==> config.mk <==
export PLATFORM = sky130hd
export DESIGN_NAME = alu_top
export DESIGN_NICKNAME = d
export VERILOG_FILES = /design/src/hw/alu_pkg.sv /design/src/hw/alu_issue.sv /design/src/hw/alu_uop_fifo.sv /design/src/hw/alu_simd_unit.sv /design/src/hw/alu_exec.sv /design/src/hw/alu_top.sv
export VERILOG_INCLUDE_DIRS = /design/src /design/src/hw
export SDC_FILE = /design/constraint.sdc
export NUM_CORES = 2
export LEC_CHECK = 0
export BUFFER_PORTS_ARGS = -buffer_cell sky130_fd_sc_hd__buf_4
export CAP_MARGIN = 40
export CORE_MARGIN = 4
export CORE_UTILIZATION = 40
export DETAILED_ROUTE_END_ITERATION = 10
export PLACE_DENSITY_LB_ADDON = 0.08
export SKIP_LAST_GASP = 1
export SLEW_MARGIN = 5
export SYNTH_ARGS = -nofsm -noshare
export SYNTH_HDL_FRONTEND = slang
export SYNTH_SLANG_ARGS = --single-unit
==> constraint.sdc <==
create_clock -name clk -period 6.7 [get_ports clk]
set_input_delay 0.67 -clock clk [delete_from_list [all_inputs] [get_ports clk]]
set_output_delay 0.67 -clock clk [all_outputs]
set_load 0.02 [all_outputs]
==> src/hw/alu_consts.svh <==
`ifndef ALU_CONSTS_SVH
`define ALU_CONSTS_SVH

////////////////////////////////////////
// Execute slice sizing
////////////////////////////////////////

// Micro-op queue entries between issue and execute
`define ALU_FIFO_DEPTH 4

// Destination register tag carried with each op
`define ALU_DEST_W 5

// Scalar adder width, result is sign-extended above it
`define ALU_ADD_W 32

`endif

==> src/hw/alu_pkg.sv <==
`include "alu_consts.svh"

package alu_pkg;

    ////////////////////////////////////////
    // Operation and operand select codes
    ////////////////////////////////////////

    typedef enum logic [3:0] {
        OP_AND       = 4'h0,
        OP_ADD       = 4'h1,
        OP_PASSA     = 4'h2,
        OP_PASSB     = 4'h3,
        OP_PASS0     = 4'h4,
        OP_PASS1     = 4'h5,
        OP_NOTA      = 4'h6,
        OP_SAL       = 4'h7,
        OP_SAR       = 4'h8,
        OP_PADDW     = 4'h9,
        OP_PADDD     = 4'ha,
        OP_PACKSSWB  = 4'hb,
        OP_PACKSSDW  = 4'hc,
        OP_PUNPCKHBW = 4'hd,
        OP_PUNPCKHWD = 4'he
    } alu_op_e;

    // Adder B-side select, codes 3 and 7 give zero
    typedef enum logic [2:0] {
        IMM_B  = 3'd0,
        IMM_P2 = 3'd1,
        IMM_P4 = 3'd2,
        IMM_P6 = 3'd4,
        IMM_M2 = 3'd5,
        IMM_M4 = 3'd6
    } imm_sel_e;

    ////////////////////////////////////////
    // Data words and transfer records
    ////////////////////////////////////////

    // One MMX register, seen whole or as lanes
    typedef union packed {
        logic [63:0]      q;
        logic [7:0][7:0]  b;
        logic [3:0][15:0] w;
        logic [1:0][31:0] d;
    } mmx_word_u;

    typedef struct packed {
        alu_op_e                op;
        mmx_word_u              a;
        mmx_word_u              b;
        imm_sel_e               imm_sel;
        logic                   and_int;
        logic [`ALU_DEST_W-1:0] dest;
    } alu_req_t;

    typedef struct packed {
        alu_op_e                op;
        mmx_word_u              a;
        mmx_word_u              b;
        logic [`ALU_DEST_W-1:0] dest;
    } alu_uop_t;

    typedef struct packed {
        logic [63:0]            value;
        logic                   carry;
        logic [`ALU_DEST_W-1:0] dest;
    } alu_result_t;

endpackage

==> src/hw/alu_issue.sv <==
`include "alu_consts.svh"

module alu_issue
    import alu_pkg::*;
(
    input  logic     clk,
    input  logic     rst,
    input  logic     issue,
    input  alu_req_t req,
    output logic     push,
    output alu_uop_t uop
);

    logic [`ALU_ADD_W-1:0] imm;
    mmx_word_u             b_res;

    // Adder second operand, same choices as the old 8-way mux
    always_comb begin
        case (req.imm_sel)
            IMM_B:   imm = req.b.q[`ALU_ADD_W-1:0];
            IMM_P2:  imm = `ALU_ADD_W'd2;
            IMM_P4:  imm = `ALU_ADD_W'd4;
            IMM_P6:  imm = `ALU_ADD_W'd6;
            IMM_M2:  imm = -`ALU_ADD_W'd2;
            IMM_M4:  imm = -`ALU_ADD_W'd4;
            default: imm = '0;
        endcase
    end

    always_comb begin
        if (req.op == OP_ADD) begin
            b_res.q = {{(64 - `ALU_ADD_W){1'b0}}, imm};
        end else if (req.op == OP_AND && req.and_int) begin
            // Keep only the low halfword of A
            b_res.q = 64'h0000_0000_0000_ffff;
        end else begin
            b_res.q = req.b.q;
        end
    end

    always_ff @(posedge clk) begin
        if (rst) begin
            push <= 1'b0;
        end else begin
            push <= issue;
        end
    end

    always_ff @(posedge clk) begin
        if (issue) begin
            uop.op   <= req.op;
            uop.a    <= req.a;
            uop.b    <= b_res;
            uop.dest <= req.dest;
        end
    end

endmodule

==> src/hw/alu_uop_fifo.sv <==
`include "alu_consts.svh"

module alu_uop_fifo
    import alu_pkg::*;
#(
    parameter int DEPTH = `ALU_FIFO_DEPTH
) (
    input  logic     clk,
    input  logic     rst,
    input  logic     push,
    input  alu_uop_t uop,
    input  logic     pop,
    output alu_uop_t head_uop,
    output logic     empty,
    output logic     full
);

    localparam int PTR_W = (DEPTH > 1) ? $clog2(DEPTH) : 1;
    localparam int CNT_W = $clog2(DEPTH + 1);

    alu_uop_t         mem [DEPTH];
    logic [PTR_W-1:0] wr_ptr;
    logic [PTR_W-1:0] rd_ptr;
    logic [CNT_W-1:0] count;
    logic             wr_en;
    logic             rd_en;

    // Wrap at DEPTH, which need not be a power of two
    function automatic logic [PTR_W-1:0] next_ptr(input logic [PTR_W-1:0] p);
        return (p == PTR_W'(DEPTH - 1)) ? '0 : p + 1'b1;
    endfunction

    // A push into a full queue is dropped unless a pop frees a slot
    assign wr_en = push && (!full || pop);
    assign rd_en = pop && !empty;

    assign empty    = (count == '0);
    assign full     = (count == CNT_W'(DEPTH));
    assign head_uop = mem[rd_ptr];

    always_ff @(posedge clk) begin
        if (rst) begin
            wr_ptr <= '0;
            rd_ptr <= '0;
            count  <= '0;
        end else begin
            if (wr_en) begin
                wr_ptr <= next_ptr(wr_ptr);
            end
            if (rd_en) begin
                rd_ptr <= next_ptr(rd_ptr);
            end
            case ({wr_en, rd_en})
                2'b10:   count <= count + 1'b1;
                2'b01:   count <= count - 1'b1;
                default: count <= count;
            endcase
        end
    end

    always_ff @(posedge clk) begin
        if (wr_en) begin
            mem[wr_ptr] <= uop;
        end
    end

endmodule

==> src/hw/alu_simd_unit.sv <==
module alu_simd_unit
    import alu_pkg::*;
(
    input  alu_op_e   op,
    input  mmx_word_u a,
    input  mmx_word_u b,
    output mmx_word_u y
);

    ////////////////////////////////////////
    // Signed saturation helpers
    ////////////////////////////////////////

    function automatic logic [7:0] sat_w2b(input logic [15:0] v);
        logic signed [15:0] s;
        s = $signed(v);
        if (s > 16'sd127) begin
            return 8'h7f;
        end else if (s < -16'sd128) begin
            return 8'h80;
        end
        return v[7:0];
    endfunction

    function automatic logic [15:0] sat_d2w(input logic [31:0] v);
        logic signed [31:0] s;
        s = $signed(v);
        if (s > 32'sd32767) begin
            return 16'h7fff;
        end else if (s < -32'sd32768) begin
            return 16'h8000;
        end
        return v[15:0];
    endfunction

    ////////////////////////////////////////
    // Lane logic
    ////////////////////////////////////////

    always_comb begin
        y.q = '0;
        case (op)
            OP_PADDW: begin
                for (int i = 0; i < 4; i++) begin
                    y.w[i] = a.w[i] + b.w[i];
                end
            end
            OP_PADDD: begin
                for (int i = 0; i < 2; i++) begin
                    y.d[i] = a.d[i] + b.d[i];
                end
            end
            // A words fill the low bytes, B words the high bytes
            OP_PACKSSWB: begin
                for (int i = 0; i < 4; i++) begin
                    y.b[i]     = sat_w2b(a.w[i]);
                    y.b[i + 4] = sat_w2b(b.w[i]);
                end
            end
            OP_PACKSSDW: begin
                for (int i = 0; i < 2; i++) begin
                    y.w[i]     = sat_d2w(a.d[i]);
                    y.w[i + 2] = sat_d2w(b.d[i]);
                end
            end
            // High halves interleaved, A element lower in each pair
            OP_PUNPCKHBW: begin
                for (int i = 0; i < 4; i++) begin
                    y.b[2 * i]     = a.b[4 + i];
                    y.b[2 * i + 1] = b.b[4 + i];
                end
            end
            OP_PUNPCKHWD: begin
                for (int i = 0; i < 2; i++) begin
                    y.w[2 * i]     = a.w[2 + i];
                    y.w[2 * i + 1] = b.w[2 + i];
                end
            end
            default: y.q = '0;
        endcase
    end

endmodule

==> src/hw/alu_exec.sv <==
`include "alu_consts.svh"

module alu_exec
    import alu_pkg::*;
(
    input  logic        clk,
    input  logic        rst,
    input  alu_uop_t    head_uop,
    input  logic        empty,
    input  logic        hold,
    output logic        pop,
    output logic        result_valid,
    output alu_result_t result
);

    logic [`ALU_ADD_W:0] sum;
    mmx_word_u           simd_y;
    logic [63:0]         value_d;
    logic                carry_d;
    logic [5:0]          shamt;

    // Take the head whenever writeback is not stalling us
    assign pop = !empty && !hold;

    assign shamt = head_uop.b.q[5:0];

    // Adder with carry out in the top bit
    assign sum = {1'b0, head_uop.a.q[`ALU_ADD_W-1:0]}
               + {1'b0, head_uop.b.q[`ALU_ADD_W-1:0]};

    alu_simd_unit i_simd (
        .op (head_uop.op),
        .a  (head_uop.a),
        .b  (head_uop.b),
        .y  (simd_y)
    );

    ////////////////////////////////////////
    // Result select
    ////////////////////////////////////////

    always_comb begin
        carry_d = 1'b0;
        case (head_uop.op)
            OP_AND:   value_d = head_uop.a.q & head_uop.b.q;
            OP_ADD: begin
                value_d = {{(64 - `ALU_ADD_W){sum[`ALU_ADD_W-1]}}, sum[`ALU_ADD_W-1:0]};
                carry_d = sum[`ALU_ADD_W];
            end
            OP_PASSA: value_d = head_uop.a.q;
            OP_PASSB: value_d = head_uop.b.q;
            OP_PASS0: value_d = '0;
            OP_PASS1: value_d = '1;
            OP_NOTA:  value_d = ~head_uop.a.q;
            OP_SAL:   value_d = head_uop.a.q << shamt;
            OP_SAR:   value_d = $signed(head_uop.a.q) >>> shamt;
            OP_PADDW,
            OP_PADDD,
            OP_PACKSSWB,
            OP_PACKSSDW,
            OP_PUNPCKHBW,
            OP_PUNPCKHWD: begin
                value_d = simd_y.q;
            end
            default:  value_d = '0;
        endcase
    end

    ////////////////////////////////////////
    // Result register
    ////////////////////////////////////////

    always_ff @(posedge clk) begin
        if (rst) begin
            result_valid <= 1'b0;
        end else begin
            result_valid <= pop;
        end
    end

    // Payload only moves on a pop, tag rides along
    always_ff @(posedge clk) begin
        if (pop) begin
            result.value <= value_d;
            result.carry <= carry_d;
            result.dest  <= head_uop.dest;
        end
    end

endmodule

==> src/hw/alu_top.sv <==
module alu_top
    import alu_pkg::*;
(
    input  logic        clk,
    input  logic        rst,
    input  logic        issue,
    input  alu_req_t    req,
    input  logic        hold,
    output logic        full,
    output logic        result_valid,
    output alu_result_t result
);

    logic     push;
    logic     pop;
    logic     empty;
    alu_uop_t uop;
    alu_uop_t head_uop;

    alu_issue i_issue (
        .clk   (clk),
        .rst   (rst),
        .issue (issue),
        .req   (req),
        .push  (push),
        .uop   (uop)
    );

    alu_uop_fifo i_fifo (
        .clk      (clk),
        .rst      (rst),
        .push     (push),
        .uop      (uop),
        .pop      (pop),
        .head_uop (head_uop),
        .empty    (empty),
        .full     (full)
    );

    alu_exec i_exec (
        .clk          (clk),
        .rst          (rst),
        .head_uop     (head_uop),
        .empty        (empty),
        .hold         (hold),
        .pop          (pop),
        .result_valid (result_valid),
        .result       (result)
    );

endmodule

Yosys cells after proc, flatten, opt, wreduce, memory -nomap -nowiden:

Memories as Yosys holds them, arrays and structs flattened. A register that Yosys moved wholly into a read port is not among the register bits.
Cells that the tools add are included.

* register bits after elaboration: 216
* bits in writable memories: 548
* input bits: 145
* output and inout port bits: 72
* memories: 1

* add/subtract/negate cells: 11
* order comparisons: 24
* eq/ne operators: 24
* shift-type cells: 2
* muxes and demuxes: 84
* bitwise logic cells: 2
* reductions and logical operators: 15

Memories
* i_fifo.mem: words 4, bits a word 137, rd ports 1, clocked after memory_dff 1, write ports 1, RTL line alu_uop_fifo.sv:21 `alu_uop_t mem [DEPTH];`

Operator list (count)
* $pmux 64 s9: 1
* $pmux 64 s6: 1
* $mux 16: 12
* $mux 8: 24
* $pmux 32 s6: 1
* $gt 16x8->1 const B: 8
* $gt 32x16->1 const B: 4
* $lt 16x8->1 const B: 8
* $lt 32x16->1 const B: 4
* $add 16x16->16: 4
* $add 32x32->32: 2
* $and 64x64->64: 1
* $mux 32: 2
* $not 64->64: 1
* $shl 64x6->64: 1
* $sshr 64x6->64: 1
* $mux 1: 38
* $add 32x32->33: 1
* $eq 4x4->1 const B: 7
* $eq 3x3->1 const B: 4
* $eq 4x3->1 const B: 3
* $eq 4x1->1 const B: 2
* $eq 4x2->1 const B: 2
* $logic_not 4->1: 2
* other kinds (16): 28

Longest topological paths before layout:

* depth after elaboration: 7
* mapped depth: 23

Modules after synthesis:

A second synthesis with hierarchy kept.

* cells, all modules: 3948
* area total of the unflattened synthesis: 46614.7 µm²

By module, submodules not included
* alu_uop_fifo: instances 1, cells an instance 767, area an instance 20181.9 µm²
* alu_exec: instances 1, cells an instance 1885, area an instance 14945.6 µm²
* alu_simd_unit: instances 1, cells an instance 1007, area an instance 6462.4 µm²
* alu_issue: instances 1, cells an instance 289, area an instance 5024.8 µm²

Worst setup path before layout:

No wires, ideal clock.

* path type: reg2reg
* from: register with a tool-made name
* to: register i_exec.result[62] (netlist name)
* setup time: 0.272 ns
* arrival time: 5.692 ns
* data required time: 6.428 ns
* setup slack: 0.736 ns
* stages on the path, launching flop included: 21
* buffers on the path: 7
* period minus slack after synthesis: 5.964 ns
* path through: dfxtp_1 > buf_6 > buf_4 > buf_6 > buf_6 > buf_6 > buf_4 > buf_1 > mux4_2 > ha_1 > fa_1 > a211oi_1 > o21a_1 > o31a_1 > nor3_1 > o21a_1 > o41ai_1 > nand2b_1 > or4_1 > a21oi_1 > or4_1

==> flow_summary.toml <==
[outcome]
status = "finished clean"

[sta]
max_freq_mhz = 174
hold_viol = 0
relSlewSlack_pct = 30.5
period_minus_slack_ns = 5.74
tns_ns = 0
worst_pin_slew_ns = 1.02
maxSlewViolCount = 0
finalSetupViolations = 0
rsz0062_at_grt = "false"
fin_hold_ws_ns = 0.157
clock_skew_ns = 0.0614
period_share_pct = 85.6

[clock_network]
clk_latency_ns = 0.70
cts_tree = "built"
cts-buffers-inserted = 80
post-cts-setup-buffer-count = 0
hold_buffers = 0
cts_resized = 0
clock_sinks = 766
cts_root_buffer = "clkbuf_16"
htree_levels = 3
clockBufferDepth = 3
path_clk_slew_ns = 0.06

[logic_synthesis]
synth-async-reset-ratio_pct = 0
ys_seq_elements = 766
synth_area_leader_cell = "edfxtp_1"
synthCells = 3607
syn_area_um2 = 42600
yosysTopAreaCellShare_pct = 53.3
yosys-top-cells-count = "755 x edfxtp_1, 340 x nor2_1, 299 x nand2_1"
synth_area_leaders = "edfxtp_1 53%, mux4_2 6.7%, mux2i_1 5.1%"
synth_edf_count = 755
synth_most_common_cell = "edfxtp_1"
synth_nets = 3828
ys_warn_count = 0
syn_area_per_cell_um2 = 11.8
synth-seq-area-share_pct = 53.8
synth_cell_types = 82
ys_dominant_reg_cell = "edfxtp_1"

[min_path]
holdCritPathClass = "primary input to register"

[power]
total_leakage_power_nw = 17.1
powerDensity_nw_per_um2 = 473
peakVddDrop_uv = 217

[setup_path]
crit_required_ns = 7.12
cp-start-kind = "register"
worstSetupEndpointType = "register"
ff2ff_setup_slack_ns = 0.96
worstPathArrival_ns = 6.16
crit_fanout = 43
critPathKind = "register to register"

[die]
die_y_um = 334
num_rows = 119
initial_core_util_pct = 40.4
num_io_pins = 217
die_area_um2 = 112000
die_w_um = 334
coreArea_um2 = 105000

[final_layout]
regArea_um2 = 22900
multi_input_area_um2 = 18400
nNetsFinal = 3994
finish.utilization_pct = 46.3
syn_to_final_growth_pct = 14.8
final_cells = 5235
drive_above_1_share_pct = 18.4
design_area_um2 = 48800
fillCellCount = 9715

[drt]
antenna_left = 0
drt_iter0_markers = 4923
viasPerCell = 6.61
postRouteWirelength_um = 191000
routedWlPerCell_um = 36.5
route.vias.total = 34612
drc = 0
detail_route.first_pass.iterations = 8

[place]
place_hpwl_um = 140000
placed_cells = 5076
routabilityCongestion = 1.07
numPortBuffers = 216
place_area_um2 = 46100

[global_route]
antenna_found_initial = 16
grt_max_degree = 134
grt_usage_pct = 33.4
grt_pass1_vias = 32705
grt_pass1_wl_um = 263000
gr-total-overflow = 0

[run]
maxCapViolCount = 0
layer usage:
| layer | global-route usage [%] | vias to the layer above | wire length [um] |
|---|---|---|---|
| li1 | - | 14431 | - |
| met3 | 9.93 | 568 | 22100 |
| met5 | 0.766 | - | 57 |
| met4 | 18.4 | 8 | 13000 |
| met1 | 46.7 | 17246 | 78800 |
| met2 | 46.4 | 2359 | 76800 |
power breakdown:
group | internal [W] | leakage (nW) | total [W] | switching, W
Clock | 0.00255 | 1.26 | 0.00445 | 0.00190
Sequential | 0.00583 | 7.06 | 0.00606 | 0.000228
Combinational | 0.00374 | 8.79 | 0.0126 | 0.00887
cell usage in the layout (no fill, tap or decap), drive strengths merged, types with 24 or more instances in the layout:
master  netlist  final
edfxtp      755    755
buf         117    368
nor2        340    340
nand2       299    299
o21ai       278    278
a21oi       251    251
mux2i       217    217
mux4        132    132
clkbuf      169    105
ha           71     71
mux2         66     66
a221oi       64     64
o211ai       63     63
nand3        59     59
nand4        53     53
a211oi       49     49
and2         46     46
a21o         45     45
inv          40     44
a22oi        43     43
xnor2        42     42
xor2         36     36
nor3         30     30
clkinv        0     28
nor4         26     26
o22ai        24     24
cell families after synthesis:
kind of cell	after synthesis	share of synthesized area, %
muxes	415	13.9
AOI/OAI and AO/OA	1016	15.4
buffers and inverters	326	3.26
xor gates and xnor gates	78	1.61
and+or+nand+nor	930	9.75
DFF	766	53.8
adders and majority gates	76	2.32
through the flow:
step | total power, W | setup slack, ns
floorplan | 0.0128 | 0.736
global placement | 0.0181 | 0.959
detailed placement | 0.0180 | 1.00
CTS | 0.0225 | 1.00
global route | 0.0237 | 0.578
finish | 0.0231 | 0.965
worst max-delay path, cell delays in order, from the launching register on:
cell,delay (ns)
dfxtp_4,0.73
buf_12,0.39
mux4_2,0.83
ha_1,0.40
inv_1,0.17
fa_1,0.28
inv_1,0.06
a21o_1,0.19
a21oi_1,0.44
o21ai_0,0.29
a31oi_1,0.48
o311ai_0,0.21
nor3_1,0.31
nand4_1,0.12
or4_1,0.48
flip-flops by register name (all words and copies together) (netlist names), named ones only:
signal	count
i_exec.result	70
i_exec.result_valid	1
i_fifo.rd_ptr	2
i_issue.uop	137
i_issue.push	1
i_fifo.mem	548
i_fifo.wr_ptr	2
i_fifo.count	3
worst paths after layout:
kind                                 start                           to  cells after the start
max                               register  i_exec.result[62]$_DFFE_PP_                     14
min reg2reg  i_issue.uop[47]$_SDFFCE_PP0P_  i_fifo.mem[3][47]$_DFFE_PP_                      0
max reg2reg                       register  i_exec.result[62]$_DFFE_PP_                     14
min                                 req[3]     i_issue.uop[3]$_DFFE_PP_                      1
cell type report:
cell class | count | area share [%]
Clock inverter | 41 | 1.03
Inverter | 40 | 0.310
Tap cell | 1391 | 3.56
Timing Repair Buffer | 370 | 6.19
Antenna cell | 9 | 0.0461
Multi-Input combinational cell | 2515 | 37.6
Clock buffer | 103 | 4.36
Sequential cell | 766 | 46.9
(Power assumes the default switching activity.)
